--- config.mk ---
export PLATFORM = sky130hd
export DESIGN_NAME = aprTop
export DESIGN_NICKNAME = d
export VERILOG_FILES = /design/src/rtl/aprPkg.sv /design/src/rtl/aprErrorFlags.sv /design/src/rtl/fastMemAddr.sv /design/src/rtl/aprDiagRead.sv /design/src/rtl/aprTop.sv
export VERILOG_INCLUDE_DIRS = /design/src /design/src/rtl
export SDC_FILE = /design/constraint.sdc
export NUM_CORES = 1
export LEC_CHECK = 0
export BUFFER_PORTS_ARGS = -buffer_cell sky130_fd_sc_hd__buf_2
export CAP_MARGIN = 20
export CORE_MARGIN = 5
export CORE_UTILIZATION = 35
export CTS_BUF_LIST = sky130_fd_sc_hd__clkbuf_8 sky130_fd_sc_hd__clkbuf_16
export DETAILED_ROUTE_END_ITERATION = 6
export PLACE_DENSITY = 0.61
export SLEW_MARGIN = 20
export SYNTH_ARGS = -nofsm -noshare
export SYNTH_HDL_FRONTEND = slang
export SYNTH_HIERARCHICAL = 1
export SYNTH_SLANG_ARGS = --single-unit
--- constraint.sdc ---
create_clock -name clk -period 4.4 [get_ports clk]
set_clock_uncertainty 0.15 [all_clocks]
set_input_delay 0.88 -clock clk [delete_from_list [all_inputs] [get_ports clk]]
set_output_delay 0.88 -clock clk [all_outputs]
set_load 0.1 [all_outputs]
--- src/rtl/apr_params.svh ---
`ifndef APR_PARAMS_SVH
`define APR_PARAMS_SVH

// Bus and register widths
`define APR_WORD_W   18
`define APR_NUM_ERR  8
`define APR_AC_W     4
`define APR_BLOCK_W  3
`define APR_MAGIC_W  9

// Source select width for the fast-memory address mux
`define APR_SRC_W    3

// Diagnostic read function codes
`define APR_DIAG_FUNC_W  3
`define APR_DIAG_FLAGS   3'd0
`define APR_DIAG_ENABLES 3'd1
`define APR_DIAG_BLOCKS  3'd2
`define APR_DIAG_FMADR   3'd3

`endif

--- src/rtl/aprPkg.sv ---
`default_nettype none

`include "apr_params.svh"

package aprPkg;

  // One word as seen on the diagnostic/IO bus
  typedef logic [`APR_WORD_W-1:0] ebusWord;

  // One bit per flag
  // 0 sbus, 1 nxm, 2 io pf, 3 mb par, 4 cdir par, 5 sadr par, 6 pwr, 7 sweep
  typedef logic [`APR_NUM_ERR-1:0] errVec;

  typedef logic [`APR_AC_W-1:0] acNum;

  typedef logic [`APR_BLOCK_W-1:0] blockNum;

  // Microcode magic number field
  typedef logic [`APR_MAGIC_W-1:0] magicField;

  // Fast-memory address source select
  typedef logic [`APR_SRC_W-1:0] fmSrc;

endpackage

`default_nettype wire

--- src/rtl/aprErrorFlags.sv ---
`default_nettype none

`include "apr_params.svh"

module aprErrorFlags (
  input  wire logic           clk,
  input  wire logic           arstN,
  input  wire logic           conoApr,
  input  wire aprPkg::ebusWord conoData,
  input  wire logic           sbusErr,
  input  wire logic           nxmErr,
  input  wire logic           ioPageFail,
  input  wire logic           mbParErr,
  input  wire logic           cacheDirParErr,
  input  wire logic           sbusAdrParErr,
  input  wire logic           pwrWarn,
  input  wire logic           sweepBusy,
  output aprPkg::errVec       errFlags,
  output aprPkg::errVec       intEnables,
  output logic                aprInterrupt,
  output logic                anyErrFlag
);

  // Function bits of the condition-output word
  localparam int ClrBit = 8;
  localparam int SetBit = 9;
  localparam int DisBit = 10;
  localparam int EnBit  = 11;

  aprPkg::errVec conoMask;
  aprPkg::errVec setMask;
  aprPkg::errVec clrMask;
  aprPkg::errVec enMask;
  aprPkg::errVec disMask;
  aprPkg::errVec eventVec;
  aprPkg::errVec flagsNext;
  aprPkg::errVec enablesNext;
  logic          sweepBusyQ;
  logic          sweepDone;

  assign conoMask = conoData[`APR_NUM_ERR-1:0];
  assign setMask  = conoMask & {`APR_NUM_ERR{conoApr & conoData[SetBit]}};
  assign clrMask  = conoMask & {`APR_NUM_ERR{conoApr & conoData[ClrBit]}};
  assign enMask   = conoMask & {`APR_NUM_ERR{conoApr & conoData[EnBit]}};
  assign disMask  = conoMask & {`APR_NUM_ERR{conoApr & conoData[DisBit]}};

  // Sweep finished on the falling edge of busy
  assign sweepDone = sweepBusyQ & ~sweepBusy;

  assign eventVec = {sweepDone, pwrWarn, sbusAdrParErr, cacheDirParErr,
                     mbParErr, ioPageFail, nxmErr, sbusErr};

  // Set and events win over clear
  assign flagsNext   = eventVec | setMask | (errFlags & ~clrMask);
  assign enablesNext = enMask | (intEnables & ~disMask);

  always_ff @(posedge clk or negedge arstN) begin
    if (!arstN) begin
      errFlags   <= '0;
      intEnables <= '0;
      sweepBusyQ <= 1'b0;
      anyErrFlag <= 1'b0;
    end else begin
      errFlags   <= flagsNext;
      intEnables <= enablesNext;
      sweepBusyQ <= sweepBusy;
      // nxm, mb parity and sbus address parity
      anyErrFlag <= errFlags[1] | errFlags[3] | errFlags[5];
    end
  end

  assign aprInterrupt = |(errFlags & intEnables);

  // Software must not ask for enable and disable at once
  conoEnDisExclusive: assert property (
    @(posedge clk) disable iff (!arstN)
    conoApr |-> !(conoData[EnBit] && conoData[DisBit])
  ) else $error("CONO APR carries both enable and disable");

endmodule

`default_nettype wire

--- src/rtl/fastMemAddr.sv ---
`default_nettype none

module fastMemAddr (
  input  wire logic             clk,
  input  wire logic             arstN,
  input  wire logic             loadAcBlocks,
  input  wire aprPkg::ebusWord  blockData,
  input  wire logic             loadVmaContext,
  input  wire logic             vmaPrevEn,
  input  wire logic             xrPrevious,
  input  wire aprPkg::acNum     ac,
  input  wire aprPkg::acNum     xr,
  input  wire aprPkg::acNum     vmaLow,
  input  wire aprPkg::magicField magic,
  input  wire aprPkg::fmSrc     src,
  output aprPkg::blockNum       currentBlock,
  output aprPkg::blockNum       prevBlock,
  output aprPkg::blockNum       vmaBlock,
  output aprPkg::acNum          fmAdr,
  output aprPkg::blockNum       fmBlock
);

  aprPkg::blockNum xrBlock;
  aprPkg::blockNum vmaBlockNext;
  aprPkg::acNum    acPlus1;
  aprPkg::acNum    acPlus2;
  aprPkg::acNum    acPlus3;
  aprPkg::acNum    acPlusMagic;
  aprPkg::acNum    magicAdr;
  aprPkg::blockNum magicBlock;

  assign vmaBlockNext = vmaPrevEn ? prevBlock : currentBlock;

  always_ff @(posedge clk or negedge arstN) begin
    if (!arstN) begin
      currentBlock <= '0;
      prevBlock    <= '0;
      vmaBlock     <= '0;
    end else begin
      if (loadAcBlocks) begin
        currentBlock <= blockData[2:0];
        prevBlock    <= blockData[5:3];
      end
      // Context captured from the old block values
      if (loadVmaContext) begin
        vmaBlock <= vmaBlockNext;
      end
    end
  end

  assign xrBlock = xrPrevious ? prevBlock : currentBlock;

  assign magicAdr   = magic[3:0];
  assign magicBlock = magic[6:4];

  // AC adders wrap within the 16-word block
  assign acPlus1     = aprPkg::acNum'(ac + 4'd1);
  assign acPlus2     = aprPkg::acNum'(ac + 4'd2);
  assign acPlus3     = aprPkg::acNum'(ac + 4'd3);
  assign acPlusMagic = aprPkg::acNum'(ac + magicAdr);

  always_comb begin
    fmAdr   = ac;
    fmBlock = currentBlock;
    case (src)
      3'd0: begin
        fmAdr = ac;
      end
      3'd1: begin
        fmAdr = acPlus1;
      end
      3'd2: begin
        fmAdr   = xr;
        fmBlock = xrBlock;
      end
      3'd3: begin
        fmAdr   = vmaLow;
        fmBlock = vmaBlock;
      end
      3'd4: begin
        fmAdr = acPlus2;
      end
      3'd5: begin
        fmAdr = acPlus3;
      end
      3'd6: begin
        fmAdr = acPlusMagic;
      end
      default: begin
        // Absolute address straight from microcode
        fmAdr   = magicAdr;
        fmBlock = magicBlock;
      end
    endcase
  end

  srcKnown: assert property (
    @(posedge clk) disable iff (!arstN)
    !$isunknown(src)
  ) else $error("fast-memory source select has unknown bits");

endmodule

`default_nettype wire

--- src/rtl/aprDiagRead.sv ---
`default_nettype none

`include "apr_params.svh"

module aprDiagRead (
  input  wire logic                        diagRead,
  input  wire logic [`APR_DIAG_FUNC_W-1:0] diagFunc,
  input  wire aprPkg::errVec               errFlags,
  input  wire aprPkg::errVec               intEnables,
  input  wire aprPkg::blockNum             currentBlock,
  input  wire aprPkg::blockNum             prevBlock,
  input  wire aprPkg::blockNum             vmaBlock,
  input  wire aprPkg::acNum                fmAdr,
  input  wire aprPkg::blockNum             fmBlock,
  output aprPkg::ebusWord                  diagWord
);

  always_comb begin
    diagWord = '0;
    if (diagRead) begin
      case (diagFunc)
        `APR_DIAG_FLAGS: begin
          diagWord[`APR_NUM_ERR-1:0] = errFlags;
        end
        `APR_DIAG_ENABLES: begin
          diagWord[`APR_NUM_ERR-1:0] = intEnables;
        end
        `APR_DIAG_BLOCKS: begin
          diagWord[2:0] = currentBlock;
          diagWord[5:3] = prevBlock;
          diagWord[8:6] = vmaBlock;
        end
        `APR_DIAG_FMADR: begin
          diagWord[3:0] = fmAdr;
          diagWord[6:4] = fmBlock;
        end
        default: begin
          // Unused codes read as zero
          diagWord = '0;
        end
      endcase
    end
  end

endmodule

`default_nettype wire

--- src/rtl/aprTop.sv ---
`default_nettype none

module aprTop (
  input  wire logic              clk,
  input  wire logic              arstN,
  input  wire logic              conoApr,
  input  wire aprPkg::ebusWord   conoData,
  input  wire logic              sbusErr,
  input  wire logic              nxmErr,
  input  wire logic              ioPageFail,
  input  wire logic              mbParErr,
  input  wire logic              cacheDirParErr,
  input  wire logic              sbusAdrParErr,
  input  wire logic              pwrWarn,
  input  wire logic              sweepBusy,
  input  wire logic              loadAcBlocks,
  input  wire aprPkg::ebusWord   blockData,
  input  wire logic              loadVmaContext,
  input  wire logic              vmaPrevEn,
  input  wire logic              xrPrevious,
  input  wire aprPkg::acNum      ac,
  input  wire aprPkg::acNum      xr,
  input  wire aprPkg::acNum      vmaLow,
  input  wire aprPkg::magicField magic,
  input  wire aprPkg::fmSrc      src,
  input  wire logic              diagRead,
  input  wire logic [2:0]        diagFunc,
  output logic                   aprInterrupt,
  output logic                   anyErrFlag,
  output aprPkg::acNum           fmAdr,
  output aprPkg::blockNum        fmBlock,
  output aprPkg::ebusWord        diagWord
);

  aprPkg::errVec   errFlags;
  aprPkg::errVec   intEnables;
  aprPkg::blockNum currentBlock;
  aprPkg::blockNum prevBlock;
  aprPkg::blockNum vmaBlock;

  aprErrorFlags flags0 (
    .clk, .arstN, .conoApr, .conoData,
    .sbusErr, .nxmErr, .ioPageFail, .mbParErr,
    .cacheDirParErr, .sbusAdrParErr, .pwrWarn, .sweepBusy,
    .errFlags, .intEnables, .aprInterrupt, .anyErrFlag
  );

  fastMemAddr fmAddr0 (
    .clk, .arstN, .loadAcBlocks, .blockData,
    .loadVmaContext, .vmaPrevEn, .xrPrevious,
    .ac, .xr, .vmaLow, .magic, .src,
    .currentBlock, .prevBlock, .vmaBlock, .fmAdr, .fmBlock
  );

  // Readback sees the same address the fast memory uses
  aprDiagRead diag0 (
    .diagRead, .diagFunc, .errFlags, .intEnables,
    .currentBlock, .prevBlock, .vmaBlock, .fmAdr, .fmBlock,
    .diagWord
  );

endmodule

`default_nettype wire

==> After elaboration in Yosys (flattened, before gate mapping) <==
Index checks and enable logic that the tools add are counted.
{ "totals": {"ff_bits": 27, "input_bits": 79, "output_inout_bits": 27, "word_cells": 52} }
{ "op_classes": {"n_addsub": 4, "n_eq_ne": 9, "mux": 8, "n_bitwise": 20, "reduce_logical": 4} }
{ "ops": {"columns": ["cell", "count"], "rows": [
  ["$and 8x8->8", 7],
  ["$pmux 4 s7", 1],
  ["$pmux 7 s4", 1],
  ["$or 8x8->8", 3],
  ["$not 8->8", 2],
  ["$eq 3x2->1 const B", 4],
  ["$eq 3x3->1 const B", 3],
  ["$mux 9", 1],
  ["$pmux 3 s3", 1],
  ["$add 4x2->4 const B", 2],
  ["$reduce_or 8->1", 1],
  ["$eq 3x1->1 const B", 2],
  ["$logic_not 3->1", 2],
  ["$mux 3", 2],
  ["$and 1x1->1", 5],
  ["$reduce_or 5->1", 1],
  ["$add 4x1->4 const B", 1],
  ["$add 4x4->4", 1],
  ["$pmux 1 s3", 1],
  ["$or 1x1->1", 2],
  ["$mux 1", 1],
  ["$not 1->1", 1]
]} }

==> Depth between registers and ports, before layout <==
{ "logic_depth": {"ltp_word": 5, "depth_mapped": 13, "mapped_depth_nobuf": 11} }

==> Modules after synthesis <==
The synthesis kept the hierarchy.
{ "by_module_without_submodules": {"columns": ["module", "n_inst", "cells_per_inst", "area_per_inst_um2", "seq_area_each_um2"], "rows": [
  ["fastMemAddr", 1, 107, 875.8, 225.2],
  ["aprErrorFlags", 1, 73, 825.8, 450.4],
  ["aprDiagRead", 1, 42, 341.6, 0.0]
]} }

==> Least setup slack after synthesis <==
No wires, ideal clock.
{ "synth_path": {"path_kind": "input -> output", "start": "input src[1]", "end": "output diagWord[1]", "t_arrival_ps": 5446, "t_required_ps": 3370, "slack_ps": -2076, "cell_stages": 11, "n_path_buf": 1, "path_cell_list": "buf_6 -> nand3b_1 -> or2_2 -> ha_1 -> inv_1 -> fa_1 -> a21oi_1 -> a221oi_1 -> a21oi_1 -> mux2i_1 -> o22ai_1"} }
{ "synth_via": {"elab_chain_len": 4, "elab_cells_between_ends": 10, "cone_classes": "6 x eq/ne; 3 x mux; 1 x reduce/logical"} }
{ "synth_rtl": {"columns": ["element", "line_no", "text"], "rows": [
  ["from (decl)", "aprTop.sv:25", "input wire aprPkg::fmSrc src,"],
  ["$eq 3x3->1 (tied with other cells)", "fastMemAddr.sv:65", "case (src)"],
  ["$pmux 4 s7 (*)", "fastMemAddr.sv:65", null],
  ["via fmAdr[1]", "aprTop.sv:30", "output aprPkg::acNum fmAdr,"],
  ["$pmux 7 s4 (*)", "aprDiagRead.sv:21", "case (diagFunc)"],
  ["$mux 9 (*)", "aprDiagRead.sv:20", "if (diagRead) begin"],
  ["to (decl)", "aprTop.sv:32", "output aprPkg::ebusWord diagWord"]
]} }
The timed path passes the listed nets; every way through them passes the cells marked *.

==> Worst setup path in the final report <==
{ "layout_path": {"start": "input src[1]", "end": "output diagWord[1]"} }
{ "layout_via": {"elab_chain_len": 4, "elab_cells_between_ends": 10, "cone_classes": "6 x eq/ne; 3 x mux; 1 x reduce/logical"} }
{ "layout_rtl": {"columns": ["element", "line_no"], "rows": [
  ["$eq 3x3->1 (tied with other cells)", "fastMemAddr.sv:65"],
  ["$pmux 4 s7 (*)", "fastMemAddr.sv:65"],
  ["$pmux 7 s4 (*)", "aprDiagRead.sv:21"],
  ["$mux 9 (*)", "aprDiagRead.sv:20"]
]} }
Every way passes the cells marked *; elsewhere a longest branch is shown, timed or not.

==> flow_metrics.tcl <==
set metrics [dict create \
    vdd_drop_max_v 0.000165 \
    die_width_um 86.4 \
    clk-insertion-delay-late_ns 0.27 \
    layout.cells.non_filler 364 \
    cp-start-kind "input port" \
    synth-edff-count 0 \
    wl_per_cell_um 15.6 \
    p_per_area_nw_per_um2 299 \
    regArea_um2 676 \
    start_util 0.367 \
    synthArstFlopShare 1.00 \
    cts_resized 0 \
    firstDrtPassIters 4 \
    antenna_found_initial 0 \
    status "completed" \
    tightest_slew_ns 0.603 \
    fin_nets 377 \
    synth_area_leaders "dfrtp_1, mux2i_1, buf_4, a32o_1, mux2_2" \
    drive_above_1_share 0.387 \
    hold_path_class "reg -> reg" \
    report.final.slew_viol_count 0 \
    drtAntennaViolNets 0 \
    place.port_buffers 76 \
    p_leak_nw 1.25 \
    place_congestion 0.775 \
    dpl-instance-area_um2 2610 \
    dpl.hpwl_um 4670 \
    synth-warning-count 6 \
    ys_seq_elements 27 \
    wirelength_um 5660 \
    maxCapViolCount 0 \
    dr_total_vias 1916 \
    cp_data_required_time_ns 3.37 \
    design.core.area_um2 5570 \
    path_class "in -> out" \
    arrival_ns 3.18 \
    yosys.cell_types.count 49 \
    hold_viol 0 \
    dieArea_um2 7470 \
    period_needed_ns 4.21 \
    cts_setup_buffers 0 \
    clockRootBuffer "clkbuf_8" \
    cpMaxStageDelayCell "fa_1" \
    place_inst 360 \
    first_global_vias 1820 \
    synth_top_area_cell "dfrtp_1" \
    cts_max_level 1 \
    setup_viol 0 \
    grt_max_degree 33 \
    yosysSeqAreaShare 0.331 \
    critPathCaptureType "output port" \
    slew_headroom 0.598 \
    dieHeight_um 86.4 \
    tritoncts "done" \
    synth_top_area_share 0.331 \
    hold_slack_ns 0.344 \
    num_rows 27 \
    ioPinCount 106 \
    cts_sinks 27 \
    grt_pass1_wl_um 9030 \
    path_cells "buf_2, nand3b_1, or2_4, ha_1, inv_1, fa_1, a21oi_1, a221oi_1, a21oi_2, mux2i_1, o22ai_4, buf_12" \
    path_clk_slew_ns 0.09 \
    synth_most_common_cell "dfrtp_1" \
    drt-initial-drc-count 108 \
    cts_hold_buf 0 \
    synthTopCellsByCount "dfrtp_1, mux2i_1, nand3_1" \
    min_period_over_period 0.957 \
    grt_usage 0.149 \
    grt_overflow_total 0 \
    clock.fmax_mhz 238 \
    reg2reg_setup_slack_ns 3.42 \
    rsz0062_at_grt "no" \
    syn_area_per_cell_um2 9.20 \
    final_area_um2 2660 \
    via_per_inst 5.26 \
    cts_max_path_buffers 2 \
    path_buf_inv 3 \
    post-route-drc-count 0 \
    syn_inst 222 \
    crit_fanout 10 \
    syn_area_um2 2040 \
    crit_family "compound AO/OA/AOI/OAI gates" \
    synthFlopType "dfrtp_1" \
    multi_input_area_um2 1340 \
    num_antenna_cells 0 \
    cpPeakStageDelay_ns 0.41 \
    area.growth.synth_to_final_pct 30.1 \
    fillers 537 \
    numCtsBuffers 3 \
]
through the flow:
step                      setup WS [ns]  TNS [ns]  total power, mW  utilization
final                             0.190         0            0.794        0.477
after global placement            0.220         0            0.661        0.469
after detailed placement          0.206         0            0.664        0.469
after global routing             0.0389         0            0.832        0.477
after CTS                         0.198         0            0.801        0.477
after floorplan                  -0.603    -0.731            0.578            -
cell families (layout without fill, tap and decap cells):
family | Yosys count | count (layout) | share of synthesized area
simple gates | 68 | 68 | 0.180
compound gates | 62 | 62 | 0.212
other cells | 1 | 9 | 0.00184
buf+inv | 31 | 93 | 0.0980
xor+xnor | 2 | 2 | 0.00857
flops | 27 | 27 | 0.331
fa+ha+maj | 5 | 5 | 0.0343
mux | 26 | 26 | 0.134
area by class of cell:
type / instances / area share
multi-input cells: 172 / 0.505
flip-flops and latches: 27 / 0.254
repair buffers: 80 / 0.177
well taps: 72 / 0.0339
clock buffers: 3 / 0.0155
inverters: 9 / 0.0127
clock inverters: 1 / 0.00188
final timing paths:
path | cells after the start | end | from
setup reg to reg | 1 | fmAddr0/currentBlock[1] | fmAddr0/currentBlock[1]
setup / recovery | 12 | diagWord[1] | src[1]
hold reg to reg | 1 | flags0/errFlags[7] | flags0/sweepBusyQ
max in group asynchronous | 1 | flags0/errFlags[3] | arstN
hold / removal | 1 | flags0/errFlags[7] | flags0/sweepBusyQ
min in group asynchronous | 1 | fmAddr0/currentBlock[1] | arstN
per-layer routing:
layer  track usage  vias to the layer above  part of all wire
met5             0                        -                 0
met2         0.250                       72              0.49
met1         0.205                      888              0.43
li1              -                      954                 -
met4        0.0212                        0            0.0034
met3        0.0257                        2             0.073
sequential cells by signal (all words and copies together) (netlist names):
| name | count |
|---|---|
| flags0/errFlags | 8 |
| flags0/intEnables | 8 |
| fmAddr0/currentBlock | 3 |
| fmAddr0/prevBlock | 3 |
| fmAddr0/vmaBlock | 3 |
| flags0/anyErrFlag | 1 |
| flags0/sweepBusyQ | 1 |
where the power goes:
group | switching [mW] | internal, mW | total (mW) | leakage [nW]
combinational | 0.244 | 0.113 | 0.357 | 0.937
sequential | 0.0270 | 0.273 | 0.300 | 0.292
clock | 0.0740 | 0.0633 | 0.137 | 0.0255
total | 0.345 | 0.449 | 0.794 | 1.25
placed cells by master (no fill, tap or decap), types with 4 or more instances in the layout:
cell type / netlist / routed
a21oi_1: 11 / 5
mux2_2: 7 / 7
a211o_1: 4 / 4
conb_1: 1 / 9
nor2_1: 13 / 13
a21oi_4: 0 / 4
a22oi_1: 5 / 5
inv_1: 9 / 9
a32o_1: 8 / 8
dfrtp_1: 27 / 27
o22ai_4: 0 / 4
mux2i_1: 18 / 17
nand2_1: 11 / 11
o21ai_0: 9 / 9
and3_1: 10 / 10
buf_4: 11 / 4
nand3_1: 14 / 14
buf_2: 3 / 72
buf_12: 1 / 4
ha_1: 4 / 4
(Power assumes the default switching activity.)
